### config.mk
export PLATFORM = sky130hd
export DESIGN_NAME = mvr_counters
export DESIGN_NICKNAME = d
export VERILOG_FILES = /design/src/hw/mvr_pkg.sv /design/src/hw/mvr_counters.sv
export SDC_FILE = /design/constraint.sdc
export NUM_CORES = 1
export LEC_CHECK = 0
export BUFFER_PORTS_ARGS = -buffer_cell sky130_fd_sc_hd__buf_2
export CAP_MARGIN = 15
export CORE_MARGIN = 4
export CORE_UTILIZATION = 45
export DETAILED_ROUTE_END_ITERATION = 16
export GPL_TIMING_DRIVEN = 0
export PLACE_DENSITY = 0.82
export SLEW_MARGIN = 10
export SYNTH_ARGS = -nofsm -noshare
export SYNTH_HDL_FRONTEND = slang
export SYNTH_SLANG_ARGS = --single-unit
### constraint.sdc
create_clock -name clk -period 1.7 [get_ports clk]
set_clock_uncertainty 0.05 [all_clocks]
set_input_delay 0.085 -clock clk [delete_from_list [all_inputs] [get_ports clk]]
set_output_delay 0.085 -clock clk [all_outputs]
set_load 0.03 [all_outputs]
### src/hw/mvr_pkg.sv
// types, FSM states and block constants for the refinement engine
`default_nettype none

package mvr_pkg;

    typedef logic [7:0]         pixel_t;
    // L0 minus L1
    typedef logic signed [8:0]  resid_t;
    typedef logic signed [12:0] coef_t;
    // 16 x 4080 still fits
    typedef logic [15:0]        satd_t;
    typedef logic [3:0]         point_t;

    typedef enum logic [2:0] {
        S_IDLE,
        S_LOAD,
        S_MV,
        S_SEARCH,
        S_DRAIN,
        S_OUTPUT
    } state_t;

    localparam int BLK          = 4;
    localparam int NUM_POINTS   = 9;
    localparam int MV_BYTES     = 4;
    // 16 cost bits, then 4 point bits
    localparam int OUT_BITS     = 20;
    // reads still in flight after the last address
    localparam int DRAIN_CYCLES = 4;

endpackage

`default_nettype wire

### src/hw/mvr_counters.sv
// load, vector-byte, search, drain and output counters with done pulses
`timescale 1ns/1ps
`default_nettype none

module mvr_counters #(
    parameter int IMG_SIZE = 16,
    localparam int AW = $clog2(2 * IMG_SIZE * IMG_SIZE),
    localparam int OBW = $clog2(mvr_pkg::OUT_BITS)
) (
    input  logic            clk,
    input  logic            rst_n,
    input  mvr_pkg::state_t state,
    input  logic            in_valid,
    input  logic            in_valid2,
    output logic [AW-1:0]   wr_addr,
    output logic [1:0]      mv_idx,
    output logic            rd_en,
    output mvr_pkg::point_t point,
    output logic [1:0]      row,
    output logic            load_done,
    output logic            mv_done,
    output logic            search_done,
    output logic            drain_done,
    output logic            out_done,
    output logic [OBW-1:0]  out_bit
);

    localparam int DW = $clog2(mvr_pkg::DRAIN_CYCLES);

    logic          load_ok;
    logic          mv_ok;
    logic [DW-1:0] drain_cnt;

    // first byte of a transfer still arrives in S_IDLE
    assign load_ok = in_valid && (state == mvr_pkg::S_IDLE || state == mvr_pkg::S_LOAD);
    assign mv_ok   = in_valid2 && (state == mvr_pkg::S_IDLE || state == mvr_pkg::S_MV);
    assign rd_en   = (state == mvr_pkg::S_SEARCH);

    assign load_done   = load_ok && (wr_addr == AW'(2 * IMG_SIZE * IMG_SIZE - 1));
    assign mv_done     = mv_ok && (mv_idx == 2'(mvr_pkg::MV_BYTES - 1));
    assign search_done = rd_en && (point == 4'(mvr_pkg::NUM_POINTS - 1))
                         && (row == 2'(mvr_pkg::BLK - 1));
    assign drain_done  = (state == mvr_pkg::S_DRAIN)
                         && (drain_cnt == DW'(mvr_pkg::DRAIN_CYCLES - 1));
    assign out_done    = (state == mvr_pkg::S_OUTPUT)
                         && (out_bit == OBW'(mvr_pkg::OUT_BITS - 1));

    // ============================================================
    // input side
    // ============================================================
    always_ff @(posedge clk or negedge rst_n) begin
        if (!rst_n) begin
            wr_addr <= '0;
            mv_idx  <= '0;
        end else begin
            if (load_done) begin
                wr_addr <= '0;
            end else if (load_ok) begin
                wr_addr <= wr_addr + 1'b1;
            end
            // four bytes, wraps by itself
            if (mv_ok) mv_idx <= mv_idx + 1'b1;
        end
    end

    // ============================================================
    // search sweep, drain and output
    // ============================================================
    always_ff @(posedge clk or negedge rst_n) begin
        if (!rst_n) begin
            point     <= '0;
            row       <= '0;
            drain_cnt <= '0;
            out_bit   <= '0;
        end else begin
            if (!rd_en) begin
                point <= '0;
                row   <= '0;
            end else begin
                row <= row + 1'b1;
                if (row == 2'(mvr_pkg::BLK - 1)) point <= point + 1'b1;
            end
            drain_cnt <= (state == mvr_pkg::S_DRAIN) ? drain_cnt + 1'b1 : '0;
            out_bit   <= (state == mvr_pkg::S_OUTPUT) ? out_bit + 1'b1 : '0;
        end
    end

endmodule

`default_nettype wire

After elaboration in Yosys (flattened, before gate mapping)

Cells that the tools add are included.

$add $sub $neg: 6
Divide/modulo/power cells: 0
Multipliers: 0
Equality and inequality tests: 12
Reductions and logical operators: 12
Shifts and indexed selects: 0
Magnitude comparators: 0
Bitwise gates (word level): 0
Multiplexer cells: 7

Operators by type and width:

| cell                                                  | count |
|---|---|
| 2-to-1 mux 9 bit                                      | 2 |
| adder 9 x 1 -> 9 bit, second input constant           | 1 |
| equality test 9 bit, second input constant            | 1 |
| logical AND 1 bit                                     | 8 |
| 2-to-1 mux 4 bit                                      | 2 |
| adder 2 x 1 -> 2 bit, second input constant           | 3 |
| equality test 2 bit, second input constant            | 3 |
| equality test 3 x 2 -> 1 bit, second input constant   | 2 |
| equality test 3 bit, second input constant            | 2 |
| adder 5 x 1 -> 5 bit, second input constant           | 1 |
| equality test 5 bit, second input constant            | 1 |
| 2-to-1 mux 5 bit                                      | 1 |
| adder 4 x 1 -> 4 bit, second input constant           | 1 |
| equality test 4 bit, second input constant            | 1 |
| 2-to-1 mux 2 bit                                      | 2 |
| equality test 3 x 1 -> 1 bit, second input constant   | 1 |
| zero test 3 bit                                       | 1 |
| logical OR 1 bit                                      | 2 |
| inequality test 2 x 1 -> 1 bit, second input constant | 1 |
| nonzero test 2 bit                                    | 1 |

Output and inout bits: 28
ROM bits: 0
Latch bits: 0
Memory bits (writable): 0
Input port bits: 7
Bits in registers: 24
Memories kept: 0

Longest topological paths before layout

Gate-level depths: netlist of run 1.

Word-level depth: 5
Mapped depth: 8
Mapped depth without buffers: 7

Worst setup path after synthesis of run 1

OpenSTA, ideal clock, no wires.

Path kind: register -> register
Start point: register wr_addr[0]
End point: register wr_addr[3]
Path slack: -467 ps
Buffers on the path: 1
Setup time: 158 ps
Data arrival time: 1,960 ps
Data required time: 1,492 ps
Cell stages (with the launch flop): 9
Cell sequence: dfrtp_1 > ha_1 > nand3_1 > nor2_1 > ha_1 > buf_1 > inv_1 > nor2_1 > a21oi_1

Cells in the longest elaborated chain, start to end: 3

Ends and longest elaborated chain:

| item                                                   | line               | RTL |
|---|---|---|
| from (decl)                                            | mvr_counters.sv:15 | `output logic [AW-1:0] wr_addr,` |
| from (signal assigned)                                 | mvr_counters.sv:59 | `wr_addr <= wr_addr + 1'b1;` |
| equality test 9 bit *                                  | mvr_counters.sv:39 | `assign load_done = load_ok && (wr_addr == AW'(2 * IMG_SIZE * IMG_SIZE - 1));` |
| logical AND 1 bit *                                    | mvr_counters.sv:39 |  |
| net load_done                                          | mvr_counters.sv:20 | `output logic load_done,` |
| 2-to-1 mux 9 bit or nonzero test 2 bit (tied branches) | --                 |  |

The timed path passes the listed nets; every way through them passes the cells marked *. The select of a mux whose other input is x is not followed.
A chain may end at the register's enable or synchronous reset.

Worst setup path after layout of run 1

Start point: register wr_addr[0]
End point: output port load_done

Cells in the longest elaborated chain, start to end: 2

Ends and longest elaborated chain:

| item                | line |
|---|---|
| equality test 9 bit | mvr_counters.sv:39 |
| logical AND 1 bit   | mvr_counters.sv:39 |
| to (decl)           | mvr_counters.sv:20 |

No other way between the ends.

==> results.sh, run 1 <==
export IMPL_status="complete, but fails checks"
export IMPL_violations="negative setup slack"
export IMPL_critPathTopFamily="flip-flops"
export IMPL_via_per_inst=5.15
export IMPL_cts_sinks=24
export IMPL_clock_path_buffers=2
export IMPL_synthAdderAreaFrac_pct=8.40
export IMPL_cp_data_required_time_ns=1.56
export IMPL_maxCapViolCount=0
export IMPL_worstMarginPinSlew_ns=0.538
export IMPL_core_sq_mm=0.00250
export IMPL_critPathKind="reg -> out"
export IMPL_synth_top_cell_by_area="dfrtp_1"
export IMPL_ir_drop_mv=0.670
export IMPL_first_pass_iters=4
export IMPL_powerDensity_mw_per_mm2=987
export IMPL_hpwl_um=1730
export IMPL_io_pin_count=35
export IMPL_die_area_sq_mm=0.00353
export IMPL_drtAntennaViolNets=0
export IMPL_cts_tree="yes"
export IMPL_crit_chain="ha_4, nand3_2, nor2_2, ha_2, buf_6, inv_2, nor2_4, buf_6"
export IMPL_cts_max_level=1
export IMPL_slowest_stage="dfrtp_2"
export IMPL_layout_common_cells="33 x buf_2, 21 x dfrtp_1, 11 x nor2_1, 11 x buf_4"
export IMPL_antenna_found_initial=0
export IMPL_final_setup_worst_slack_ns=-0.00783
export IMPL_synth_top_family_by_area="simple AND/OR/NAND/NOR gates"
export IMPL_fin_crit_ns=1.71
export IMPL_arrival_ns=1.57
export IMPL_leakagePower_nw=0.789
export IMPL_overflow=0
export IMPL_tns_ns=-0.00783
export IMPL_finalSetupViolations=1
export IMPL_rsz0062_at_grt="yes"
export IMPL_gp_congestion=0.766
export IMPL_drt_initial_drc_count=17
export IMPL_ys_ff_latch=24
export IMPL_setup_worst_path_end_class="output port"
export IMPL_crit_top_cell="buf_6"
export IMPL_synth_mux_area_share_pct=1.79
export IMPL_yosysSeqAreaShare_pct=50.4
export IMPL_die_w_um=59.5
export IMPL_drive_above_1_share_pct=38.4
export IMPL_synthCells=114
export IMPL_syn_avg_cell_area_sq_um=10.4
export IMPL_synth_xor_area_share_pct=5.15
export IMPL_rows=18
export IMPL_cp_num_buf_inv=3
export IMPL_numPortBuffers=34
export IMPL_synth_edf_count=0
export IMPL_syn_nets=129
export IMPL_diodes=0
export IMPL_final_nets=180
export IMPL_syn_area_sq_mm=0.00119
export IMPL_final_common_cell="buf_2"
export IMPL_grt_max_degree=25
export IMPL_routed_wl_um=2510
export IMPL_cts_made_buffers=3
export IMPL_yosys_area_share_simple_pct=23.0
export IMPL_slew_headroom_pct=64.1
export IMPL_synthArstFlopShare_pct=100
export IMPL_hp_class="in -> reg"
export IMPL_yosys_warnings=0
export IMPL_dr_total_vias=1000
export IMPL_track_usage_pct=15.7
export IMPL_fp_dieH_um=59.5
export IMPL_start_util_pct=47.6
export IMPL_cts_root_buf="clkbuf_4"
export IMPL_slew_viol_final=0
export IMPL_synth_area_leaders="dfrtp_1 50%, ha_1 8.4%, nor2_1 4.1%"
export IMPL_grt_pass1_vias=996
export IMPL_hold_viol_final=0
export IMPL_crit_fanout=2
export IMPL_critPathMaxStageDelay_ns=0.41
export IMPL_ys_types=35
export IMPL_grt_pass1_wl_um=4280
export IMPL_clock_latency_ns=0.31
export IMPL_synth_flop_cell="dfrtp_1"
export IMPL_wl_per_cell_um=13.0
export IMPL_synth_compound_area_share_pct=7.77
export IMPL_area_delta_synth_final_pct=33.3
export IMPL_synth_top_cell_area_share_pct=50.4
export IMPL_fin_util_pct=63.5
export IMPL_startpoint_type="register"
export IMPL_path_clk_slew_ns=0.13
export IMPL_drc=0
export IMPL_max_freq_mhz=586
export IMPL_period_share_pct=100
-- repair_timing --
item                                   4_1_cts  5_1_grt
endpoints found under the hold margin       24        0
setup endpoints to repair                    2        3
hold buffers                                 1        0
setup buffers                                9        2
resized for setup                            9        2
pin swaps                                    3        4
-- metrics by stage --
step                setup slack, ns  std cells  cell area, sq um  hold slack [ns]  power [mW]
finish                     -0.00783        194              1590           0.0319        1.57
floorplan                    0.0152        114              1210           -0.261        1.03
global route                -0.0996        194              1590           0.0282        1.67
CTS                         -0.0390        192              1560           0.0222        1.56
detailed placement           0.0231        178              1420           0.0549        1.17
global placement             0.0614        178              1420           0.0445        1.15
-- power breakdown --
| part | internal [mW] | switching (mW) |
|---|---|---|
| logic | 0.219 | 0.335 |
| registers | 0.648 | 0.0632 |
| clock network | 0.131 | 0.170 |
| total | 0.998 | 0.568 |
-- state kept, by name, indices dropped and copies added, names as in the netlist --
signal / cells
wr_addr: 9
out_bit: 5
point: 4
drain_cnt: 2
mv_idx: 2
row: 2
-- routing by layer --
layer  global-route usage, %  wire [um]
met2                    27.6       1250
met1                    19.8       1110
met5                       0          0
met3                    2.18        136
met4                    4.85         18
-- Yosys cell counts (2+ instances only) --
cell      count
inv_1         6
nand2b_1      4
nor2_1       13
nand3b_1      2
nand3_1       4
o21ai_0       4
xor2_1        5
xnor2_1       2
o31ai_1       2
dfrtp_1      24
a21oi_1       3
and3_1        2
nand2_1       6
and2_1        4
nand4_1       2
ha_1          8
or4_1         2
nor3_1        2
nor3b_1       3
-- layout make-up --
cell class | instances | area (sq um)
plain buffers | 3 | 26.3
clock buffers | 4 | 36.3
fillers | 208 | 912
inverters | 6 | 22.5
multi-input cells | 81 | 592
flip-flops and latches | 24 | 604
well taps | 30 | 37.5
repair buffers | 46 | 269
-- worst min-delay path, stage by stage --
cell	delay, ns
buf_2	0.10
nor3b_1	0.06
nor2b_1	0.12
-- path summary, 6_finish.rpt --
kind,slack (ns),end,depth (start not counted),start
worst max register to register,0.01,wr_addr[6],6,wr_addr[0]
max in group asynchronous,0.99,wr_addr[4],2,rst_n
worst min-delay path,0.03,drain_cnt[0],3,state[1]
worst max-delay path,-0.008,load_done,8,wr_addr[0]
min in group asynchronous,0.22,out_bit[3],2,rst_n
worst min register to register,0.40,drain_cnt[0],1,drain_cnt[0]
-- cells by family (layout without fill, tap and decap cells) --
kind of cell,Yosys count,count (layout)
AO/OA/AOI/OAI,14,14
buffers and inverters,9,59
XOR/XNOR,7,7
adder cells (fa/ha/maj),8,8
AND/OR/NAND/NOR,50,50
flip-flops,24,24
multiplexers,2,2
(Power assumes the default switching activity.)
==> inputs of run 2 (changes only) <==
==> constraint.sdc (replaced) <==
create_clock -name clk -period 1.5 [get_ports clk]
set_clock_uncertainty 0.05 [all_clocks]
set_input_delay 0.075 -clock clk [delete_from_list [all_inputs] [get_ports clk]]
set_output_delay 0.075 -clock clk [all_outputs]
set_load 0.03 [all_outputs]
==> results.sh, run 2 (synthesis gave the netlist of run 1 again) <==
export IMPL_status="complete, but fails checks"
export IMPL_violations="negative setup slack"
export IMPL_crit_fanout=2
export IMPL_maxCapViolCount=0
export IMPL_placed_area_sq_mm=0.00146
export IMPL_final_setup_worst_slack_ns=-0.130
export IMPL_whs_path_depth=3
export IMPL_path_clk_slew_ns=0.12
export IMPL_largest_registers="wr_addr (9), out_bit (5), point (4)"
export IMPL_area_delta_synth_final_pct=38.2
export IMPL_finalSetupViolations=3
export IMPL_via_per_inst=5.25
export IMPL_dr_wl_met2_um=1430
export IMPL_grt_max_degree=25
export IMPL_cts_root_buf="clkbuf_4"
export IMPL_hp_class="in -> reg"
export IMPL_drt_initial_drc_count=54
export IMPL_crit_top_cell="ha_4"
export IMPL_setup_worst_path_end_class="output port"
export IMPL_preCtsSetupSlack_ns=-0.105
export IMPL_largest_register="wr_addr"
export IMPL_grt_pass1_vias=1082
export IMPL_die_area_sq_mm=0.00353
export IMPL_wl_per_cell_um=13.9
export IMPL_fin_crit_ns=1.63
export IMPL_slew_headroom_pct=63.7
export IMPL_cts_tree="yes"
export IMPL_reg2reg_to="wr_addr[6]"
export IMPL_numPortBuffers=34
export IMPL_placedCellCount=178
export IMPL_arrival_ns=1.50
export IMPL_n_fill_cell=220
export IMPL_fin_cells=195
export IMPL_cts_sinks=24
export IMPL_critPathMaxStageDelay_ns=0.41
export IMPL_io_pin_count=35
export IMPL_drc=0
export IMPL_slew_viol_final=0
export IMPL_leakagePower_nw=0.784
export IMPL_critPathTopFamily="flip-flops"
export IMPL_grt_pass1_wl_um=4700
export IMPL_gp_congestion=0.736
export IMPL_layout_common_cells="31 x buf_2, 17 x dfrtp_1, 14 x buf_4, 11 x nor2_1, 7 x dfrtp_2"
export IMPL_largest_reg_flops=9
export IMPL_wl_met3_um=149
export IMPL_die_w_um=59.5
export IMPL_final_nets=181
export IMPL_routed_wl_um=2720
export IMPL_cp_data_required_time_ns=1.37
export IMPL_cts_made_buffers=3
export IMPL_tns_ns=-0.362
export IMPL_fin_area_sq_mm=0.00165
export IMPL_dr_total_vias=1023
export IMPL_critPathKind="reg -> out"
export IMPL_power_total_mw=1.73
export IMPL_hold_end="drain_cnt[0]"
export IMPL_diodes=0
export IMPL_period_share_pct=109
export IMPL_drtAntennaViolNets=0
export IMPL_first_pass_iters=4
export IMPL_start_util_pct=47.6
export IMPL_clock_latency_ns=0.31
export IMPL_worstMarginPinSlew_ns=0.544
export IMPL_ir_drop_mv=0.798
export IMPL_worstRegToRegCells=5
export IMPL_final_common_cell="buf_2"
export IMPL_cp_num_buf_inv=2
export IMPL_crit_chain="ha_4, nand3_2, nor2_2, ha_4, inv_4, nor2_4, buf_6"
export IMPL_drive_above_1_share_pct=44.2
export IMPL_powerDensity_mw_per_mm2=1050
export IMPL_startpoint_type="register"
export IMPL_met1_length_um=1140
export IMPL_core_sq_mm=0.00250
export IMPL_clock_path_buffers=2
export IMPL_overflow=0
export IMPL_hpwl_um=1880
export IMPL_reg2reg_from="wr_addr[1]"
export IMPL_slowest_stage="dfrtp_2"
export IMPL_rsz0062_at_grt="yes"
export IMPL_cts_max_level=1
export IMPL_rows=18
export IMPL_top_layer="met3"
export IMPL_antenna_found_initial=0
export IMPL_regToRegSetupSlack_ns=-0.12
export IMPL_track_usage_pct=17.2
export IMPL_max_freq_mhz=614
export IMPL_min_from="state[1]"
export IMPL_hold_viol_final=0
export IMPL_fp_dieH_um=59.5
-- run 2: routing by layer --
metal  vias to the layer above  global-route usage, %
li1                        498                      -
met1                       492                   20.2
met2                        33                   31.7
met3                         0                   3.05
met4                         0                   4.53
met5                         -                      0
-- run 2: final cells by class --
type	instances	area, sq um	area share [%]
clock buffers	4	26.3	1.60
multi-input cells	81	641	38.9
repair buffers	48	293	17.8
plain buffers	2	15.0	0.912
inverters	6	25.0	1.52
well taps	30	37.5	2.28
flip-flops and latches	24	609	37.0
-- run 2: repair_timing --
item / 4_1_cts / 5_1_grt
resized for setup: 7 / 10
setup endpoints to repair: 5 / 12
pin swaps: 3 / 3
hold buffers: 1 / 0
endpoints found under the hold margin: 24 / 0
buffers inserted: 11 / 2
-- run 2: worst reg2reg max path, delay by kind of cell (launching register included) --
family / cells / cell delay (ns)
flops: 1 / 0.45
simple gates: 2 / 0.43
compound gates: 1 / 0.31
fa+ha+maj: 1 / 0.17
buf+inv: 1 / 0.13
-- run 2: where the power goes --
group	total, mW	switching, mW	internal, mW
registers	0.820	0.0807	0.739
clock network	0.288	0.185	0.104
logic	0.620	0.377	0.243
-- run 2: how the worst max path moves through the flow --
stage,start,to,slack (ns),depth (start not counted)
detailed placement,wr_addr[0],wr_addr[4],-0.11,7
floorplan,wr_addr[0],wr_addr[3],-0.11,8
finish,wr_addr[1],load_done,-0.13,7
global placement,wr_addr[0],wr_addr[4],-0.02,7
global route,wr_addr[1],load_done,-0.20,7
CTS,wr_addr[0],load_done,-0.22,8
-- run 2: stage by stage --
stage          hold WS (ns)  util [%]
2_1_floorplan        -0.271         -
3_3_place_gp         0.0348      58.5
3_5_place_dp         0.0366      58.5
4_1_cts              0.0263      64.3
5_1_grt              0.0570      65.9
6_report             0.0393      65.9
==> inputs of run 3 (changes only) <==
--- a/config.mk
+++ b/config.mk
@@ -8,11 +8,13 @@
 export BUFFER_PORTS_ARGS = -buffer_cell sky130_fd_sc_hd__buf_2
 export CAP_MARGIN = 15
 export CORE_MARGIN = 4
-export CORE_UTILIZATION = 45
+export CORE_UTILIZATION = 47
+export CTS_BUF_LIST = sky130_fd_sc_hd__clkbuf_4 sky130_fd_sc_hd__clkbuf_8
 export DETAILED_ROUTE_END_ITERATION = 16
 export GPL_TIMING_DRIVEN = 0
-export PLACE_DENSITY = 0.82
+export PLACE_DENSITY = 0.85
 export SLEW_MARGIN = 10
 export SYNTH_ARGS = -nofsm -noshare
 export SYNTH_HDL_FRONTEND = slang
 export SYNTH_SLANG_ARGS = --single-unit
+export TNS_END_PERCENT = 20
==> results.sh, run 3 (synthesis gave the netlist of run 1 again) <==
export IMPL_slew_viol_final=0
export IMPL_ir_drop_mv=0.941
export IMPL_worstRegToRegCells=5
export IMPL_hold_viol_final=0
export IMPL_crit_chain="ha_4, buf_4, and3_2, and3_1, a221o_1"
export IMPL_startpoint_type="register"
export IMPL_cts_made_buffers=3
export IMPL_fin_util_pct=72.2
export IMPL_max_freq_mhz=603
export IMPL_multi_input_area_sq_um=662
export IMPL_io_pin_count=35
export IMPL_slew_headroom_pct=65.3
export IMPL_area_delta_synth_final_pct=40.5
export IMPL_cp_num_buf_inv=1
export IMPL_fin_crit_ns=1.66
export IMPL_clock_latency_ns=0.31
export IMPL_core_sq_mm=0.00232
export IMPL_hp_class="in -> reg"
export IMPL_maxCapViolCount=0
export IMPL_dr_total_vias=997
export IMPL_n_fill_cell=175
export IMPL_diodes=0
export IMPL_grt_pass1_wl_um=4550
export IMPL_layout_common_cells="31 x buf_2, 16 x dfrtp_1, 11 x nor2_1, 11 x buf_4, 8 x dfrtp_2"
export IMPL_rows=17
export IMPL_tns_ns=-0.335
export IMPL_cp_data_required_time_ns=1.65
export IMPL_cts_tree="yes"
export IMPL_overflow=0
export IMPL_powerDensity_mw_per_mm2=1150
export IMPL_leakagePower_nw=0.780
export IMPL_wl_per_cell_um=13.9
export IMPL_power_total_mw=1.92
export IMPL_critPathTopFamily="flip-flops"
export IMPL_final_setup_worst_slack_ns=-0.159
export IMPL_hpwl_um=1910
export IMPL_first_pass_iters=4
export IMPL_cts_sinks=24
export IMPL_clock_path_buffers=2
export IMPL_grt_pass1_vias=1042
export IMPL_crit_fanout=4
export IMPL_start_util_pct=51.4
export IMPL_die_w_um=58.3
export IMPL_numPortBuffers=34
export IMPL_final_nets=178
export IMPL_largest_register="wr_addr"
export IMPL_drc=0
export IMPL_via_per_inst=5.25
export IMPL_fp_dieH_um=58.3
export IMPL_cts_root_buf="clkbuf_4"
export IMPL_status="complete, but fails checks"
export IMPL_critPathLaunch="wr_addr[1]"
export IMPL_finalSetupViolations=5
export IMPL_crit_end="wr_addr[6]"
export IMPL_period_share_pct=111
export IMPL_arrival_ns=1.81
export IMPL_violations="negative setup slack"
export IMPL_drtAntennaViolNets=0
export IMPL_path_depth=5
export IMPL_routed_wl_um=2640
export IMPL_die_area_sq_mm=0.00340
export IMPL_cts_max_level=1
export IMPL_track_usage_pct=17.3
export IMPL_reg2reg_from="wr_addr[1]"
export IMPL_ff_latch_area_sq_um=611
export IMPL_critPathKind="reg -> reg"
export IMPL_reg2reg_to="wr_addr[6]"
export IMPL_critPathMaxStageDelay_ns=0.45
export IMPL_regToRegSetupSlack_ns=-0.16
export IMPL_rsz0062_at_grt="yes"
export IMPL_setup_worst_path_end_class="register"
export IMPL_drive_above_1_share_pct=45.7
export IMPL_gp_congestion=0.790
export IMPL_drt_initial_drc_count=25
export IMPL_slowest_stage="dfrtp_2"
export IMPL_grt_max_degree=25
export IMPL_largest_registers="wr_addr (9), out_bit (5), point (4)"
export IMPL_largest_reg_flops=9
export IMPL_final_common_cell="buf_2"
export IMPL_worstMarginPinSlew_ns=0.521
export IMPL_path_clk_slew_ns=0.13
export IMPL_preCtsSetupSlack_ns=-0.0869
export IMPL_antenna_found_initial=0
run 3: worst register-to-register path, delay by kind of cell, from the launching register on:
family / cells / cell delay, ns
AOI/OAI and AO/OA: 1 / 0.32
adders and majority gates: 1 / 0.18
buffers and inverters: 1 / 0.13
DFF: 1 / 0.45
and+or+nand+nor: 2 / 0.42
run 3: per-stage QoR:
step	area, sq um	hold slack (ns)	std cells
floorplan	1240	-0.271	114
finish	1670	0.0366	190
global placement	1450	0.0274	176
detailed placement	1450	0.0360	176
global route	1670	0.0484	190
CTS	1620	0.0270	190
run 3: layer usage:
metal	part of all wire [%]	vias up	global-route usage, %
met3	4.4	2	2.63
li1	-	490	-
met2	53	24	30.9
met1	42	481	20.5
met4	0.57	0	6.95
met5	0	-	0
run 3: worst min path at each step:
stage	from	to	cells past startpoint
2_1_floorplan	rst_n	drain_cnt[0]	0
3_3_place_gp	rst_n	wr_addr[5]	1
3_5_place_dp	rst_n	wr_addr[3]	1
4_1_cts	state[1]	drain_cnt[0]	3
5_1_grt	state[1]	drain_cnt[0]	3
6_report	state[1]	drain_cnt[0]	3
run 3: cell type report:
class | count | area share, %
well taps | 28 | 2.09
repair buffers | 45 | 16.4
multi-input cells | 81 | 39.5
clock inverters | 1 | 1.79
inverters | 6 | 1.49
flip-flops and latches | 24 | 36.5
clock buffers | 3 | 1.35
plain buffers | 2 | 0.897
run 3: power by group:
part | switching, mW | internal, mW | leakage [nW]
combinational | 0.395 | 0.250 | 0.452
sequential | 0.0781 | 0.739 | 0.300
clock | 0.190 | 0.270 | 0.0279
total | 0.663 | 1.26 | 0.780
run 3: what timing repair did:
action                                  4_1_cts  5_1_grt
cloned                                        0        0
endpoints found under the hold margin        24        0
gates resized for setup                      10       13
hold buffers                                  1        0
buffers inserted                              9        1
endpoints found under the setup margin        6       12
pin swaps                                     4        3
