`src/hw/mvr_pkg.sv`:
```
// types, FSM states and block constants for the refinement engine
`default_nettype none

package mvr_pkg;

    typedef logic [7:0]         pixel_t;
    // L0 minus L1
    typedef logic signed [8:0]  resid_t;
    typedef logic signed [12:0] coef_t;
    // 16 x 4080 still fits
    typedef logic [15:0]        satd_t;
    typedef logic [3:0]         point_t;

    typedef enum logic [2:0] {
        S_IDLE,
        S_LOAD,
        S_MV,
        S_SEARCH,
        S_DRAIN,
        S_OUTPUT
    } state_t;

    localparam int BLK          = 4;
    localparam int NUM_POINTS   = 9;
    localparam int MV_BYTES     = 4;
    // 16 cost bits, then 4 point bits
    localparam int OUT_BITS     = 20;
    // reads still in flight after the last address
    localparam int DRAIN_CYCLES = 4;

endpackage

`default_nettype wire

```
`src/hw/mvr_ifs.sv`:
```
// fetch_if and row_if interfaces between address, memory and cost stages
`timescale 1ns/1ps
`default_nettype none

// one row read for both reference images
interface fetch_if #(
    parameter int IMG_SIZE = 16
);
    localparam int AW = $clog2(2 * IMG_SIZE * IMG_SIZE);

    logic            valid;
    mvr_pkg::point_t point;
    logic            last_row;
    // start pixel of a 4-pixel row
    logic [AW-1:0]   l0_addr;
    logic [AW-1:0]   l1_addr;

    modport src (output valid, point, last_row, l0_addr, l1_addr);
    modport dst (input  valid, point, last_row, l0_addr, l1_addr);
endinterface


`default_nettype wire

```
`src/hw/search_addr.sv`:
```
// motion vector registers and per-row read addresses for L0 and L1
`timescale 1ns/1ps
`default_nettype none

module search_addr #(
    parameter int IMG_SIZE = 16,
    localparam int AW = $clog2(2 * IMG_SIZE * IMG_SIZE)
) (
    input  logic            clk,
    input  logic            rst_n,
    input  logic            in_valid2,
    input  logic [7:0]      in_data,
    input  logic [1:0]      mv_idx,
    input  logic            rd_en,
    input  mvr_pkg::point_t point,
    input  logic [1:0]      row,
    fetch_if.src            fetch
);

    // L0 x, L0 y, L1 x, L1 y
    logic [7:0]    mv [mvr_pkg::MV_BYTES];
    logic [AW-1:0] dx;
    logic [AW-1:0] dy;
    logic [AW-1:0] l0_x;
    logic [AW-1:0] l0_y;
    logic [AW-1:0] l1_x;
    logic [AW-1:0] l1_y;

    always_ff @(posedge clk) begin
        if (in_valid2) mv[mv_idx] <= in_data;
    end

    // point p is column p/3, row p%3 of the 3x3 window
    // L1 moves the opposite way
    always_comb begin
        dx   = AW'(point / 3);
        dy   = AW'(point % 3);
        l0_x = AW'(mv[0]) + dx - AW'(1);
        l0_y = AW'(mv[1]) + dy - AW'(1) + AW'(row);
        l1_x = AW'(mv[2]) - dx + AW'(1);
        l1_y = AW'(mv[3]) - dy + AW'(1) + AW'(row);
    end

    always_ff @(posedge clk or negedge rst_n) begin
        if (!rst_n) begin
            fetch.valid <= 1'b0;
        end else begin
            fetch.valid <= rd_en;
        end
    end

    // L1 lives in the upper half of the pixel store
    always_ff @(posedge clk) begin
        if (rd_en) begin
            fetch.point    <= point;
            fetch.last_row <= (row == 2'(mvr_pkg::BLK - 1));
            fetch.l0_addr  <= l0_y * AW'(IMG_SIZE) + l0_x;
            fetch.l1_addr  <= l1_y * AW'(IMG_SIZE) + l1_x + AW'(IMG_SIZE * IMG_SIZE);
        end
    end

endmodule

`default_nettype wire

```
`src/flat_wrapper.sv`:
```
// flat-port wrapper written by rule: the top's interface ports become plain ports
module search_addr_flat 
#(
    parameter int IMG_SIZE = 16,
    localparam int AW = $clog2(2 * IMG_SIZE * IMG_SIZE)
)
  (clk, rst_n, in_valid2, in_data, mv_idx, rd_en, point, row, fetch_valid, fetch_point, fetch_last_row, fetch_l0_addr, fetch_l1_addr);
  fetch_if #(.IMG_SIZE(IMG_SIZE)) fetch_i ();
  input  logic clk;
  input  logic rst_n;
  input  logic in_valid2;
  input  logic [7:0] in_data;
  input  logic [1:0] mv_idx;
  input  logic rd_en;
  input  mvr_pkg::point_t point;
  input  logic [1:0] row;
  output wire logic [$bits(fetch_i.valid)-1:0] fetch_valid;
  output wire logic [$bits(fetch_i.point)-1:0] fetch_point;
  output wire logic [$bits(fetch_i.last_row)-1:0] fetch_last_row;
  output wire logic [$bits(fetch_i.l0_addr)-1:0] fetch_l0_addr;
  output wire logic [$bits(fetch_i.l1_addr)-1:0] fetch_l1_addr;
  assign fetch_valid = fetch_i.valid;
  assign fetch_point = fetch_i.point;
  assign fetch_last_row = fetch_i.last_row;
  assign fetch_l0_addr = fetch_i.l0_addr;
  assign fetch_l1_addr = fetch_i.l1_addr;
  search_addr #(.IMG_SIZE(IMG_SIZE)) u_core (.clk(clk), .rst_n(rst_n), .in_valid2(in_valid2), .in_data(in_data), .mv_idx(mv_idx), .rd_en(rd_en), .point(point), .row(row), .fetch(fetch_i));
endmodule
```
`config.mk`:
```
export PLATFORM = sky130hd
export DESIGN_NAME = search_addr_flat
export DESIGN_NICKNAME = d
export VERILOG_FILES = /design/src/hw/mvr_pkg.sv /design/src/hw/mvr_ifs.sv /design/src/hw/search_addr.sv /design/src/flat_wrapper.sv
export SDC_FILE = /design/constraint.sdc
export NUM_CORES = 1
export LEC_CHECK = 0
export CAP_MARGIN = 20
export CORE_MARGIN = 2
export CORE_UTILIZATION = 40
export CTS_CLUSTER_DIAMETER = 120
export CTS_CLUSTER_SIZE = 8
export DETAILED_ROUTE_END_ITERATION = 12
export DONT_BUFFER_PORTS = 1
export SYNTH_ARGS = -nofsm -noshare
export SYNTH_HDL_FRONTEND = slang
export SYNTH_SLANG_ARGS = --single-unit
```
`constraint.sdc`:
```
create_clock -name clk -period 3.54 [get_ports clk]
set_clock_uncertainty 0.1 [all_clocks]
set_input_delay 0.531 -clock clk [delete_from_list [all_inputs] [get_ports clk]]
set_output_delay 0.531 -clock clk [all_outputs]
set_load 0.005 [all_outputs]
```
==> Word level (Yosys, flattened, before mapping) <==
Memories as Yosys holds them, arrays and structs flattened.
Index checks and enable logic that the tools add are counted.
{ "totals": {"register_bits": 24, "ram_bits": 32, "in_bits": 20, "output_inout_bits": 24, "elab_cells": 24, "n_memories": 1} }
{ "memory_table": {"columns": ["memory", "depth", "width", "read_ports", "rd_ports_with_merged_regs", "wr", "line", "source"], "rows": [
  ["u_core.mv", 4, 8, 4, 0, 1, "search_addr.sv:21", "logic [7:0] mv [mvr_pkg::MV_BYTES];"]
]} }
{ "classes": {"n_addsub": 13, "n_div": 2, "eq_ne": 1, "n_mux": 2} }
{ "op_table": {"columns": ["cell", "count"], "rows": [
  ["divider 4 x 2 -> 32 bit (second input constant)", 1],
  ["remainder unit 4 x 2 -> 32 bit (second input constant)", 1],
  ["adder 9 bit", 2],
  ["adder 5 x 2 -> 5 bit", 2],
  ["adder 8 x 9 -> 9 bit", 1],
  ["adder 9 x 1 -> 9 bit (second input constant)", 1],
  ["adder 9 bit (second input constant)", 1],
  ["subtractor 8 x 9 -> 9 bit", 1],
  ["subtractor 9 x 1 -> 9 bit (second input constant)", 1],
  ["adder 5 x 1 -> 5 bit (second input constant)", 1],
  ["adder 5 bit", 1],
  ["subtractor 5 x 1 -> 5 bit (second input constant)", 1],
  ["subtractor 5 bit", 1],
  ["== test 2 bit (second input constant)", 1],
  ["2-to-1 mux 1 bit", 2]
]} }

==> Longest topological paths before layout <==
Gate-level depths: netlist of the first run.
{ "logic_depth": {"word_depth": 6, "ltp_mapped": 27, "depth_no_buf": 27} }

==> Worst setup path before layout of the first run <==
Ideal clock, no wire load.
{ "synth_timing": {"path_kind": "input port to flip-flop", "start": "in point[3]", "end": "reg u_core.fetch.l0_addr[8] (data pin)", "setup_time_ns": 0.263, "arrival_time_ns": 5.368, "required_time_ns": 3.177, "path_slack_ns": -2.191, "path_stages": 26, "path_buffers": 0, "cell_sequence": "inv_2 > nand2_4 > inv_2 > ha_1 > ha_1 > nor3_1 > a21oi_2 > ha_1 > or2_4 > nor2_4 > mux2_4 > ha_1 > inv_1 > fa_1 > inv_1 > ha_1 > fa_1 > xnor2_1 > ha_1 > inv_1 > ha_1 > ha_1 > a21oi_1 > o21ai_0 > xnor2_1 > xnor2_1"} }
{ "synth_via": {"elab_chain_len": 5, "word_cells_on_any_way": 8, "cone_classes": "6 x add/sub; 2 x div"} }
{ "synth_rtl": {"columns": ["element", "line", "source"], "rows": [
  ["start, declared", "flat_wrapper.sv:15", "input mvr_pkg::point_t point;"],
  ["remainder unit 4 x 2 -> 32 bit", "search_addr.sv:37", "dy = AW'(point % 3);"],
  ["adder 5 bit", "search_addr.sv:39", "l0_y = AW'(mv[1]) + dy - AW'(1) + AW'(row);"],
  ["subtractor 5 x 1 -> 5 bit", "search_addr.sv:39", null],
  ["adder 5 x 2 -> 5 bit", "search_addr.sv:39", null],
  ["adder 9 bit *", "search_addr.sv:57", "fetch.l0_addr <= l0_y * AW'(IMG_SIZE) + l0_x;"],
  ["end signal, assigned", "search_addr.sv:57", null],
  ["end, declared", "mvr_ifs.sv:18", "modport src (output valid, point, last_row, l0_addr, l1_addr);"]
]} }
Mark *: on every way between the ends. The rest lies on a longest branch, timed or not.
A chain may end at the register's enable or synchronous reset.

==> Worst setup path after layout of the first run <==
Ends and elaborated chain as after synthesis.

==> results of run 1 <==
-- registers in the layout, indices dropped and copies added (netlist names) --
signal	cells
u_core.fetch.l0_addr	9
u_core.fetch.l1_addr	9
u_core.fetch.last_row	1
u_core.fetch.point	4
u_core.fetch.valid	1
u_core.mv	26
-- worst max-delay path by stage --
stage | startpoint | endpoint | slack, ps | depth (start not counted)
after floorplan | point[3] | u_core.fetch.l0_addr[8] | -1800 | 26
after global placement | point[3] | u_core.fetch.l0_addr[8] | -1710 | 27
after detailed placement | point[3] | u_core.fetch.l0_addr[8] | -1770 | 27
after CTS | point[3] | u_core.fetch.l0_addr[8] | -1360 | 27
after global routing | point[3] | u_core.fetch.l0_addr[8] | -1580 | 27
final | point[3] | u_core.fetch.l0_addr[8] | -1360 | 27
-- cell type report --
cell class,instances,area share [%]
well taps,102,3.043
clock buffers,7,2.058
repair buffers,47,8.741
flip-flops and latches,50,35.68
inverters,72,6.862
multi-input cells,155,43.50
clock inverters,1,0.1193
-- what timing repair did --
item                                   in CTS  in global routing
endpoints found under the hold margin       1                  0
hold buffers                                1                  0
buffers inserted                            3                  3
pin swaps                                  25                 11
setup endpoints to repair                  10                 10
gates resized for setup                    10                 10
-- layer usage --
layer,vias to the layer above,wire (um)
met5,-,0
met4,0,80
met3,4,269
met2,39,2865
met1,934,2699
li1,1024,-
-- kinds of logic after synthesis --
group	Yosys count	share of synthesized area (%)
AOI/OAI and AO/OA	36	8.025
xor gates and xnor gates	27	7.222
adders and majority gates	62	25.07
buffers and inverters	72	8.254
DFF	50	45.70
muxes	2	0.7641
and+or+nand+nor	28	4.968
-- worst max-delay path, delay by kind of cell --
family	cells	cell delay, ps
xor gates and xnor gates	7	990
AOI/OAI and AO/OA	1	50
muxes	1	320
adders and majority gates	9	2180
and+or+nand+nor	4	610
buffers and inverters	5	190
-- cell usage after synthesis --
cell | n | area share, %
sky130_fd_sc_hd__a21o_1 | 4 | 0.92
sky130_fd_sc_hd__inv_1 | 70 | 8.0
sky130_fd_sc_hd__nand2b_1 | 2 | 0.38
sky130_fd_sc_hd__a21oi_1 | 11 | 1.7
sky130_fd_sc_hd__fa_1 | 6 | 3.7
sky130_fd_sc_hd__dfrtp_1 | 1 | 0.76
sky130_fd_sc_hd__nand2b_2 | 1 | 0.27
sky130_fd_sc_hd__ha_1 | 56 | 21
sky130_fd_sc_hd__edfxtp_1 | 49 | 45
sky130_fd_sc_hd__o21ai_1 | 2 | 0.31
sky130_fd_sc_hd__a211o_4 | 1 | 0.54
sky130_fd_sc_hd__o21ai_0 | 4 | 0.61
sky130_fd_sc_hd__o32ai_4 | 1 | 0.84
sky130_fd_sc_hd__o21bai_1 | 1 | 0.23
sky130_fd_sc_hd__a21oi_2 | 2 | 0.54
sky130_fd_sc_hd__xnor2_1 | 22 | 5.9
sky130_fd_sc_hd__nor2_4 | 1 | 0.34
sky130_fd_sc_hd__mux2i_1 | 1 | 0.31
sky130_fd_sc_hd__and3b_1 | 1 | 0.27
sky130_fd_sc_hd__nand2_1 | 7 | 0.80
sky130_fd_sc_hd__nor2b_2 | 1 | 0.27
sky130_fd_sc_hd__or2_4 | 1 | 0.27
sky130_fd_sc_hd__nor3b_1 | 2 | 0.46
sky130_fd_sc_hd__xor2_1 | 5 | 1.3
sky130_fd_sc_hd__nor3_1 | 2 | 0.31
sky130_fd_sc_hd__o31ai_1 | 1 | 0.23
sky130_fd_sc_hd__o21ai_2 | 2 | 0.54
sky130_fd_sc_hd__and3_1 | 1 | 0.19
sky130_fd_sc_hd__mux2_4 | 1 | 0.46
sky130_fd_sc_hd__nor2_1 | 6 | 0.69
sky130_fd_sc_hd__nand2_4 | 1 | 0.34
sky130_fd_sc_hd__inv_2 | 2 | 0.23
sky130_fd_sc_hd__o21a_1 | 4 | 0.92
sky130_fd_sc_hd__nor2b_1 | 2 | 0.38
sky130_fd_sc_hd__a21boi_0 | 1 | 0.23
sky130_fd_sc_hd__o211ai_1 | 2 | 0.46
-- through the flow --
stage               hold WS [ps]  TNS [ps]  instances  util [%]  power [mW]
floorplan                  135.4     -9741        277         -       2.055
detailed placement         135.4    -11410        420     50.49       2.500
global route               142.9     -8873        434     53.44       3.258
finish                     168.2     -7336        434     53.44       2.972
global placement           135.4    -10970        420     50.49       2.467
CTS                        146.4     -7724        432     52.63       2.944
-- report_power, final --
| group | total (mW) | internal [mW] | switching, mW | leakage, nW |
|---|---|---|---|---|
| clock network | 0.345 | 0.158 | 0.187 | 0.0482 |
| registers | 0.861 | 0.821 | 0.0393 | 0.475 |
| logic | 1.77 | 1.02 | 0.747 | 1.30 |
| total | 2.97 | 2.00 | 0.973 | 1.82 |
==> Flow_metrics.wiki, run 1 <==
{| class="wikitable"
! Metric !! Value
|-
| Post-Syn Area per Cell || roughly 12 sq um
|-
| Worst hold path endpoint || u_core.fetch.valid
|-
| Area added between synthesis and finish || 28.09%
|-
| Fill cell count || 697
|-
| Reg2Reg Launch Point || u_core.mv[1][1]
|-
| Ratio of total power to cell area || approximately 710 mW/mm^2
|-
| Initial core utilization || a little over two fifths
|-
| Standard-cell rows || 32
|-
| Max-slew headroom || 67.16%
|-
| 1st-pass router iterations || 4
|-
| CTS HTree Levels || 2
|-
| Met1 demand-to-capacity share in global routing || ~20%
|-
| Arrival time of data at the critical path endpoint || just under 5000 ps
|-
| First-iteration detailed-routing DRC count || 70
|-
| CTS sink cnt || 50
|-
| Area used by multi-input combinational logic || roughly 0.0018 sq mm
|-
| Failing checks || setup timing
|-
| Total routing usage reported by global routing || 15.29%
|-
| Fraction of layout cells with a size suffix above 1 || roughly a third
|-
| Number of remaining DRC errors || 0
|-
| Via count of the routed design || 2,001
|-
| Synth cell types || 36
|-
| Busiest layer in global routing || met2
|-
| Minimum setup slack after placement || -1766 ps
|-
| Number of CTS-inserted buffers || 5
|-
| Proportion of synthesized chip area in sequential cells || 45.70%
|-
| Instance area at placement || 0.003963 sq mm
|-
| Number of cells on the worst hold path || 0
|-
| Worst Path Max Fanout || 4
|-
| ANT nets after route || 0
|-
| Top library cells by usage in the layout, fill and taps aside || sky130_fd_sc_hd__inv_1 (59), sky130_fd_sc_hd__edfxtp_1 (49), sky130_fd_sc_hd__buf_4 (43)
|-
| Cell occurring most often along the worst timing path || sky130_fd_sc_hd__xnor2_1
|-
| Number of max-cap violations || 0
|-
| Critical path start-end classification || input pin to register
|-
| Critical path capture point type || register
|-
| Die area || 0.008926 sq mm
|-
| Gate Count Post-Synth || approximately 280
|-
| Vias per inst || around 4.6
|-
| Period minus WS final || 4905 ps
|-
| Total gr overflow || 0
|-
| Global-route wire length before repair || around 10,000 um
|-
| Routing usage on met2 || 25.42%
|-
| Cells on worst reg2reg path || 15
|-
| Total standard cell area after synthesis || 0.003274 sq mm
|-
| Final Max Tran Viols || 0
|-
| Pin count of the biggest net entering global routing || 25
|-
| Slack of the critical path || -1365 ps
|-
| Met3 demand-to-capacity share in global routing || 3.432%
|-
| Lkg Pwr || roughly 1.8 nW
|-
| Routability cong. || roughly 0.77
|-
| Wire length per cell after detailed routing || approximately 14 um
|-
| Final hold vios || 0
|-
| IR drop worst, VDD || just over 0.4 mV
|-
| Beginning of the worst hold path || rd_en
|-
| Diode count || 0
|-
| Core outline area || 0.007848 sq mm
|-
| Sequential cell area in the final layout || 0.001496 sq mm
|-
| Number of buffers added on ports || 0
|-
| Total number of nets in the final design || 413
|-
| Final period utilization || 138.6%
|-
| Synth Net Count || 359
|-
| Flop-to-flop setup slack || 260 ps
|-
| Count of warnings emitted by yosys || 0
|-
| Data required time of the worst path || between 3000 and 4000 ps
|-
| Antenna violations before repair || 0
|-
| Vias in the first global route || 2,125
|-
| Slowest cell on the critical path || sky130_fd_sc_hd__fa_1
|-
| Maximum buffer depth of the clock tree || 2
|-
| Total of flip-flops plus latches after synthesis || 50
|-
| Die span in y || around 94 um
|-
| Most common cell after layout, fill and taps aside || sky130_fd_sc_hd__inv_1
|-
| Longest individual stage delay on the worst path || about 500 ps
|-
| Final setup violating endpoints || 10
|-
| Number of I/O pins || 44
|-
| Clock transition at the register clock pins on the worst setup and hold paths after CTS || 90 ps
|-
| Final routed wirelength across all metal layers || 5914 um
|-
| Floorplan die width || 94.48 um
|-
| Type of the most critical hold path || input pin to register
|-
| Root buffer selected by CTS || sky130_fd_sc_hd__clkbuf_8
|-
| Result of the run || complete, but fails checks
|-
| Fmax || 203.9 MHz
|-
| Worst reg2reg endpoint || u_core.fetch.l0_addr[8]
|-
| TritonCTS clock tree || built
|-
| Setup crit start kind || input pin
|-
| Slew at the pin closest to its max-slew limit || just under 500 ps
|-
| Source-to-sink clock delay at the later pin of the worst-skew pair || 300 ps
|-
| Post-route standard cell area excluding fillers || 0.004194 sq mm
|-
| Setup repair after global routing missed its margin || yes
|-
| Post-detail-place hpwl || 4581 um
|}
Note: power is estimated with default switching activity, not from simulation.
==> run 2, diff against run 1 <==
--- a/config.mk
+++ b/config.mk
@@ -5,6 +5,7 @@
 export SDC_FILE = /design/constraint.sdc
 export NUM_CORES = 1
 export LEC_CHECK = 0
+export ABC_AREA = 1
 export CAP_MARGIN = 20
 export CORE_MARGIN = 2
 export CORE_UTILIZATION = 40
==> Flow_metrics.wiki, run 2 <==
{| class="wikitable"
! Metric !! Value
|-
| Antenna violations before repair || 0 (unchanged)
|-
| Diode count || 0 (unchanged)
|-
| Root buffer selected by CTS || sky130_fd_sc_hd__clkbuf_8 (unchanged)
|-
| Fraction of layout cells with a size suffix above 1 || 34.01% (was 32.83%)
|-
| Tightest hold margin || 158.9 ps (was 168.2 ps)
|-
| Switching power summed over all nets || 1.134 mW (was 973.1 uW)
|-
| Initial core utilization || 41.39% (was 41.73%)
|-
| Vias in the first global route || 2,243 (was 2,125)
|-
| Number of remaining DRC errors || 0 (unchanged)
|-
| Setup repair after global routing missed its margin || yes (unchanged)
|-
| Floorplan die width || 96.44 um (was 94.48 um)
|-
| Count of warnings emitted by yosys || 0 (unchanged)
|-
| Number of cells on the worst hold path || 0 (unchanged)
|-
| Main synth FF type || sky130_fd_sc_hd__edfxtp_1 (unchanged)
|-
| Slew at the pin closest to its max-slew limit || 716.4 ps (was 490.7 ps)
|-
| Switching fraction of total power || 35.32% (was 32.74%)
|-
| Number of buffers added on ports || 0 (unchanged)
|-
| Area share of the largest cell type after synthesis || 43.05% (was 44.94%)
|-
| Reg2Reg Launch Point || u_core.mv[1][1] (unchanged)
|-
| Power share of the clock group || 12.2% (was 11.6%)
|-
| Critical path capture point type || register (unchanged)
|-
| Total of flip-flops plus latches after synthesis || 50 (unchanged)
|-
| Share of flip-flops with an asynchronous set or reset after synthesis || 2.000% (unchanged)
|-
| Lkg Pwr || 2.092 nW (was 1.819 nW)
|-
| Vias per inst || 4.677 (was 4.611)
|-
| Total standard cell area after synthesis || 0.003418 sq mm (was 0.003274 sq mm)
|-
| Data required time of the worst path || 3500 ps (was 3480 ps)
|-
| Pin count of the biggest net entering global routing || 25 (unchanged)
|-
| Worst Path Max Fanout || 4 (unchanged)
|-
| Total gr overflow || 0 (unchanged)
|-
| Number of CTS-inserted buffers || 5 (unchanged)
|-
| Slack of the critical path || -1294 ps (was -1365 ps)
|-
| Final Instance Count excl. Fillers || 502 (was 434)
|-
| Standard-cell rows || 33 (was 32)
|-
| Number of enable-type register cells in the synthesized netlist || 49 (unchanged)
|-
| Largest reg by FF count || u_core.mv (unchanged)
|-
| Final hold vios || 0 (unchanged)
|-
| Synth cell types || 28 (was 36)
|-
| Total routing usage reported by global routing || 15.41% (was 15.29%)
|-
| Result of the run || complete, but fails checks (unchanged)
|-
| Slowest cell on the critical path || sky130_fd_sc_hd__fa_1 (unchanged)
|-
| First-iteration detailed-routing DRC count || 80 (was 70)
|-
| Inst Count DP || 478 (was 420)
|-
| Max-slew headroom || 51.87% (was 67.16%)
|-
| Critical path start-end classification || input pin to register (unchanged)
|-
| Most common cell after layout, fill and taps aside || sky130_fd_sc_hd__inv_1 (unchanged)
|-
| Wire length per cell after detailed routing || 14.02 um (was 13.63 um)
|-
| Post-Syn Area per Cell || 10.33 sq um (was 11.82 sq um)
|-
| Source-to-sink clock delay at the later pin of the worst-skew pair || 300 ps (about the same)
|-
| Post-route standard cell area excluding fillers || 0.004554 sq mm (was 0.004194 sq mm)
|-
| Final Max Tran Viols || 0 (unchanged)
|-
| Maximum buffer depth of the clock tree || 2 (unchanged)
|-
| Via count of the routed design || 2,348 (was 2,001)
|-
| Beginning of the worst hold path || rd_en (unchanged)
|-
| Type of the most critical hold path || input pin to register (unchanged)
|-
| Cells on worst reg2reg path || 16 (was 15)
|-
| Largest area contributor in the synthesized netlist || sky130_fd_sc_hd__edfxtp_1 (unchanged)
|-
| Arrival time of data at the critical path endpoint || 4790 ps (was 4850 ps)
|-
| Final routed wirelength across all metal layers || 7037 um (was 5914 um)
|-
| Core outline area || 0.008258 sq mm (was 0.007848 sq mm)
|-
| Number of flip-flops under the largest register name || 26 (unchanged)
|-
| CTS sink cnt || 50 (unchanged)
|-
| Final period utilization || 136.6% (was 138.6%)
|-
| Post-detail-place hpwl || 5274 um (was 4581 um)
|-
| Share of power burned in registers || 26.6% (was 29.0%)
|-
| Top library cells by usage in the layout, fill and taps aside || sky130_fd_sc_hd__inv_1 (72), sky130_fd_sc_hd__edfxtp_1 (49), sky130_fd_sc_hd__buf_4 (46) (was sky130_fd_sc_hd__inv_1 (59), sky130_fd_sc_hd__edfxtp_1 (49), sky130_fd_sc_hd__buf_4 (43))
|-
| Gate Count Post-Synth || 331 (was 277)
|-
| Number of I/O pins || 44 (unchanged)
|-
| Synth Net Count || 413 (was 359)
|-
| ANT nets after route || 0 (unchanged)
|-
| Global-route wire length before repair || 10,530 um (was 10,130 um)
|-
| Area added between synthesis and finish || 33.24% (was 28.09%)
|-
| Worst path buffer plus inverter count || 5 (unchanged)
|-
| Die span in y || 96.44 um (was 94.48 um)
|-
| Leading cell types by count after synthesis || sky130_fd_sc_hd__inv_1 (87), sky130_fd_sc_hd__ha_1 (56), sky130_fd_sc_hd__edfxtp_1 (49) (was sky130_fd_sc_hd__inv_1 (70), sky130_fd_sc_hd__ha_1 (56), sky130_fd_sc_hd__edfxtp_1 (49))
|-
| Cell internal power dissipation || 2.077 mW (was 1.999 mW)
|-
| 1st-pass router iterations || 4 (unchanged)
|-
| Worst hold path endpoint || u_core.fetch.valid (unchanged)
|-
| Most numerous cell in the Yosys netlist || sky130_fd_sc_hd__inv_1 (unchanged)
|-
| Die area || 0.009301 sq mm (was 0.008926 sq mm)
|-
| Cell family with the largest share of critical-path delay || adder cells (unchanged)
|-
| TritonCTS clock tree || built (unchanged)
|-
| Total number of nets in the final design || 478 (was 413)
|-
| Registers with the highest flip-flop counts || u_core.mv x26, u_core.fetch.l0_addr x9, u_core.fetch.l1_addr x9 (unchanged)
|-
| Failing checks || setup timing (unchanged)
|-
| IR drop worst, VDD || 0.3336 mV (was 0.4088 mV)
|-
| Cell occurring most often along the worst timing path || sky130_fd_sc_hd__ha_4 (was sky130_fd_sc_hd__xnor2_1)
|-
| Fmax || 206.8 MHz (was 203.9 MHz)
|-
| Period minus WS final || 4834 ps (was 4905 ps)
|-
| Proportion of synthesized chip area in sequential cells || 43.78% (was 45.70%)
|-
| Number of max-cap violations || 0 (unchanged)
|-
| Instance area at placement || 0.004110 sq mm (was 0.003963 sq mm)
|-
| Setup crit start kind || input pin (unchanged)
|-
| Worst reg2reg endpoint || u_core.fetch.l0_addr[8] (unchanged)
|-
| Clock transition at the register clock pins on the worst setup and hold paths after CTS || 90 ps (about the same)
|-
| Longest individual stage delay on the worst path || 520 ps (was 490 ps)
|-
| Post-route setup TNS || -7726 ps (was -7336 ps)
|-
| CTS HTree Levels || 2 (unchanged)
|-
| Routability cong. || 0.8512 (was 0.7744)
|-
| Ratio of total power to cell area || 705.0 mW/mm^2 (was 708.7 mW/mm^2)
|-
| Flop-to-flop setup slack || 190 ps (was 260 ps)
|-
| Final setup violating endpoints || 10 (unchanged)
|-
| Synth top area cells || sky130_fd_sc_hd__edfxtp_1 (43%), sky130_fd_sc_hd__ha_1 (20%), sky130_fd_sc_hd__inv_1 (9.6%), sky130_fd_sc_hd__nand2_1 (4.9%), sky130_fd_sc_hd__fa_1 (3.5%) (was sky130_fd_sc_hd__edfxtp_1 (45%), sky130_fd_sc_hd__ha_1 (21%), sky130_fd_sc_hd__inv_1 (8.0%), sky130_fd_sc_hd__xnor2_1 (5.9%), sky130_fd_sc_hd__fa_1 (3.7%))
|-
| Proportion of power drawn by combinational gates || 61.1% (was 59.4%)
|}
[run 2: cell count changes after synthesis, sizes merged, moves of 3 or more]
cell    previous run  this run
nand2b             3         0
nand3              0        13
inv               72        90
nand2              8        52
xnor2             22         8
xor2               5        12
a21o               4         0
nor3               2         5
nor2b              3         0
o21a               4         0
nand4              0         5
[run 2: per-layer routing]
metal  wire length, um  track usage, %  vias to the layer above
met5                 0               0                        -
met1              3166           19.65                     1095
li1                  -               -                     1197
met4                80           3.521                        0
met2              3537           26.45                       48
met3               252           3.801                        8
[run 2: logic make-up after synthesis]
| logic type | synth area share [%] |
|---|---|
| simple gates | 11.93 |
| xor+xnor | 5.344 |
| fa+ha+maj | 24.01 |
| buf+inv | 9.883 |
| compound gates | 5.051 |
| flops | 43.78 |
[run 2: cell type report]
class,count,area (sq um)
Clock buffer,7,76.32
Clock inverter,1,30.03
Fill cell,702,3704
Inverter,90,365.4
Multi-Input combinational cell,191,1967
Sequential cell,50,1496
Tap cell,105,131.4
Timing Repair Buffer,58,488.0
[run 2: worst max path at each step]
stage / startpoint / endpoint / slack (ps) / cells past startpoint
final: point[2] / u_core.fetch.l0_addr[8] / -1290 / 31
after global routing: point[2] / u_core.fetch.l0_addr[8] / -1510 / 32
after CTS: point[2] / u_core.fetch.l0_addr[8] / -1320 / 33
after detailed placement: point[2] / u_core.fetch.l0_addr[8] / -1710 / 32
after global placement: point[2] / u_core.fetch.l0_addr[8] / -1590 / 30
after floorplan: point[2] / u_core.fetch.l0_addr[8] / -1620 / 32
[run 2: what timing repair did]
| action | in CTS | in global routing |
|---|---|---|
| endpoints found under the setup margin | 10 | 10 |
| resized for setup | 24 | 17 |
| hold buffers | 1 | 0 |
| endpoints found under the hold margin | 1 | 0 |
| pin swaps | 27 | 19 |
| setup buffers | 20 | 7 |
[run 2: power by group through the flow]
stage / clock network (mW) / logic [mW] / registers [mW]
floorplan: 0 / 1.21 / 0.856
global placement: 0 / 1.65 / 0.868
detailed placement: 0 / 1.68 / 0.872
CTS: 0.411 / 1.87 / 0.858
global route: 0.436 / 2.21 / 0.870
finish: 0.393 / 1.96 / 0.855
[run 2: per-stage QoR]
| step | util, % | power [mW] | worst slack, ps |
|---|---|---|---|
| final | 55.15 | 3.211 | -1294 |
| after global routing | 55.15 | 3.512 | -1511 |
| after CTS | 53.58 | 3.138 | -1319 |
| after detailed placement | 49.77 | 2.555 | -1706 |
| after global placement | 49.77 | 2.518 | -1589 |
| after floorplan | - | 2.061 | -1620 |
==> run 3, diff against run 2 <==
--- a/config.mk
+++ b/config.mk
@@ -13,6 +13,8 @@
 export CTS_CLUSTER_SIZE = 8
 export DETAILED_ROUTE_END_ITERATION = 12
 export DONT_BUFFER_PORTS = 1
+export REMOVE_ABC_BUFFERS = 1
 export SYNTH_ARGS = -nofsm -noshare
 export SYNTH_HDL_FRONTEND = slang
 export SYNTH_SLANG_ARGS = --single-unit
+export TNS_END_PERCENT = 100
==> Flow_metrics.wiki, run 3 (synthesis results as in run 2) <==
{| class="wikitable"
! Metric !! Value
|-
| Pin count of the biggest net entering global routing || 25 (unchanged)
|-
| Cell occurring most often along the worst timing path || sky130_fd_sc_hd__ha_4 (unchanged)
|-
| Share of power burned in registers || 25.2% (was 26.6%)
|-
| Switching power summed over all nets || 1.256 mW (was 1.134 mW)
|-
| Worst reg2reg endpoint || u_core.fetch.l0_addr[8] (unchanged)
|-
| Lkg Pwr || 2.099 nW (was 2.092 nW)
|-
| Number of flip-flops under the largest register name || 26 (unchanged)
|-
| Total gr overflow || 0 (unchanged)
|-
| Floorplan die width || 96.44 um (unchanged)
|-
| Number of buffers added on ports || 0 (unchanged)
|-
| Top library cells by usage in the layout, fill and taps aside || sky130_fd_sc_hd__inv_1 (71), sky130_fd_sc_hd__buf_4 (52), sky130_fd_sc_hd__edfxtp_1 (49) (was sky130_fd_sc_hd__inv_1 (72), sky130_fd_sc_hd__edfxtp_1 (49), sky130_fd_sc_hd__buf_4 (46))
|-
| Overall power of the completed layout || 3.387 mW (was 3.211 mW)
|-
| Inst Count DP || 482 (was 478)
|-
| Fmax || 202.8 MHz (was 206.8 MHz)
|-
| Registers with the highest flip-flop counts || u_core.mv x26, u_core.fetch.l0_addr x9, u_core.fetch.l1_addr x9 (unchanged)
|-
| Number of I/O pins || 44 (unchanged)
|-
| Clock transition at the register clock pins on the worst setup and hold paths after CTS || 100 ps (was 90 ps)
|-
| Number of remaining DRC errors || 0 (unchanged)
|-
| Data required time of the worst path || 3510 ps (was 3500 ps)
|-
| Global-route wire length before repair || 11,740 um (was 10,530 um)
|-
| Reg2Reg Launch Point || u_core.mv[1][1] (unchanged)
|-
| Final setup violating endpoints || 10 (unchanged)
|-
| Longest individual stage delay on the worst path || 530 ps (was 520 ps)
|-
| Number of cells on the worst hold path || 0 (unchanged)
|-
| Post-route setup TNS || -9237 ps (was -7726 ps)
|-
| Area used by multi-input combinational logic || 0.002032 sq mm (was 0.001967 sq mm)
|-
| Worst hold path endpoint || u_core.fetch.valid (unchanged)
|-
| Beginning of the worst hold path || rd_en (unchanged)
|-
| Setup repair after global routing missed its margin || yes (unchanged)
|-
| Wire length per cell after detailed routing || 15.14 um (was 14.02 um)
|-
| Via count of the routed design || 2,418 (was 2,348)
|-
| Flop-to-flop setup slack || 140 ps (was 190 ps)
|-
| Routability cong. || 0.8068 (was 0.8512)
|-
| CTS HTree Levels || 2 (unchanged)
|-
| Sequential cell area in the final layout || 0.001496 sq mm (unchanged)
|-
| Slew at the pin closest to its max-slew limit || 726.6 ps (was 716.4 ps)
|-
| Critical path capture point type || register (unchanged)
|-
| Die area || 0.009301 sq mm (unchanged)
|-
| Instance area at placement || 0.003895 sq mm (was 0.004110 sq mm)
|-
| Vias in the first global route || 2,494 (was 2,243)
|-
| TritonCTS clock tree || built (unchanged)
|-
| Power share of the clock group || 12.3% (was 12.2%)
|-
| CTS sink cnt || 50 (unchanged)
|-
| Area added between synthesis and finish || 35.14% (was 33.24%)
|-
| Result of the run || complete, but fails checks (unchanged)
|-
| 1st-pass router iterations || 4 (unchanged)
|-
| Critical path start-end classification || input pin to register (unchanged)
|-
| IR drop worst, VDD || 0.2971 mV (was 0.3336 mV)
|-
| Slowest cell on the critical path || sky130_fd_sc_hd__fa_1 (unchanged)
|-
| Vias per inst || 4.788 (was 4.677)
|-
| Source-to-sink clock delay at the later pin of the worst-skew pair || 310 ps (was 300 ps)
|-
| Worst setup path start || point[2] (unchanged)
|-
| Period minus WS final || 4930 ps (was 4834 ps)
|-
| Setup crit start kind || input pin (unchanged)
|-
| Maximum buffer depth of the clock tree || 2 (unchanged)
|-
| Diode count || 0 (unchanged)
|-
| Antenna violations before repair || 0 (unchanged)
|-
| Arrival time of data at the critical path endpoint || 4900 ps (was 4790 ps)
|-
| Initial core utilization || 41.39% (unchanged)
|-
| First-iteration detailed-routing DRC count || 100 (was 80)
|-
| Number of CTS-inserted buffers || 5 (unchanged)
|-
| Number of max-cap violations || 0 (unchanged)
|-
| Final hold vios || 0 (unchanged)
|-
| Cells on worst reg2reg path || 17 (was 16)
|-
| Failing checks || setup timing (unchanged)
|-
| Max-slew headroom || 51.19% (was 51.87%)
|-
| Total routing usage reported by global routing || 17.08% (was 15.41%)
|-
| Post-route standard cell area excluding fillers || 0.004619 sq mm (was 0.004554 sq mm)
|-
| Cell internal power dissipation || 2.131 mW (was 2.077 mW)
|-
| Total number of nets in the final design || 481 (was 478)
|-
| Proportion of power drawn by combinational gates || 62.5% (was 61.1%)
|-
| Die span in y || 96.44 um (unchanged)
|-
| Standard-cell rows || 33 (unchanged)
|-
| Worst Path Max Fanout || 4 (unchanged)
|-
| Post-detail-place hpwl || 5348 um (was 5274 um)
|-
| Fill cell count || 715 (was 702)
|-
| Final Instance Count excl. Fillers || 505 (was 502)
|-
| Core outline area || 0.008258 sq mm (unchanged)
|-
| Type of the most critical hold path || input pin to register (unchanged)
|-
| Final period utilization || 139.3% (was 136.6%)
|-
| Most common cell after layout, fill and taps aside || sky130_fd_sc_hd__inv_1 (unchanged)
|-
| Largest reg by FF count || u_core.mv (unchanged)
|-
| ANT nets after route || 0 (unchanged)
|-
| Root buffer selected by CTS || sky130_fd_sc_hd__clkbuf_8 (unchanged)
|-
| Fraction of layout cells with a size suffix above 1 || 36.75% (was 34.01%)
|-
| Ratio of total power to cell area || 733.2 mW/mm^2 (was 705.0 mW/mm^2)
|-
| Slack of the critical path || -1390 ps (was -1294 ps)
|-
| Switching fraction of total power || 37.09% (was 35.32%)
|-
| Final routed wirelength across all metal layers || 7647 um (was 7037 um)
|-
| Minimum setup slack after placement || -2027 ps (was -1706 ps)
|-
| Final Max Tran Viols || 0 (unchanged)
|}
==> run 3: worst max-delay path: cells and delay by family <==
kind	cells	cell delay [ps]
xor+xnor	1	180
fa+ha+maj	10	2610
simple gates	10	780
compound gates	4	470
buf+inv	7	300
==> run 3: repair_timing <==
action | 4_1_cts | 5_1_grt
endpoints found under the hold margin | 1 | 0
hold buffers | 1 | 0
gates cloned | 0 | 0
resized for setup | 53 | 37
pin swaps | 23 | 34
buffers inserted | 9 | 5
endpoints found under the setup margin | 10 | 10
==> run 3: layer usage <==
layer  vias up  GRT usage, %  routed length [um]
met2        55         30.44                3929
met5         -             0                   0
met3        14         3.879                 274
met1      1144         20.75                3314
li1       1205             -                   -
met4         0         4.577                 129
==> run 3: per-stage QoR <==
step,hold WS (ps),util [%]
after global placement,135.4,47.17
after global routing,122.4,55.94
after CTS,138.6,53.02
final,154.6,55.94
after floorplan,135.4,-
after detailed placement,135.4,47.17
==> run 3: worst max path at each step <==
stage | endpoint | depth (start not counted)
after detailed placement | u_core.fetch.l0_addr[8] | 33
after global placement | u_core.fetch.l0_addr[8] | 33
after floorplan | u_core.fetch.l0_addr[8] | 33
final | u_core.fetch.l0_addr[8] | 32
after global routing | u_core.fetch.l0_addr[8] | 32
after CTS | u_core.fetch.l0_addr[8] | 33
==> run 3: power by group through the flow <==
stage               Combinational (mW)  Clock [mW]  Sequential [mW]
floorplan                        0.967           0            0.855
global placement                  1.44           0            0.867
detailed placement                1.47           0            0.871
CTS                               1.84       0.428            0.858
global route                      2.34       0.459            0.868
finish                            2.12       0.416            0.854
==> run 3: area by class of cell <==
class	instances	area share, %
clock buffer	6	1.571
clock inverter	2	0.8126
inverter	90	7.774
multi-input combinational	191	43.99
sequential	50	32.39
tap	105	2.844
timing repair buffer	61	10.62
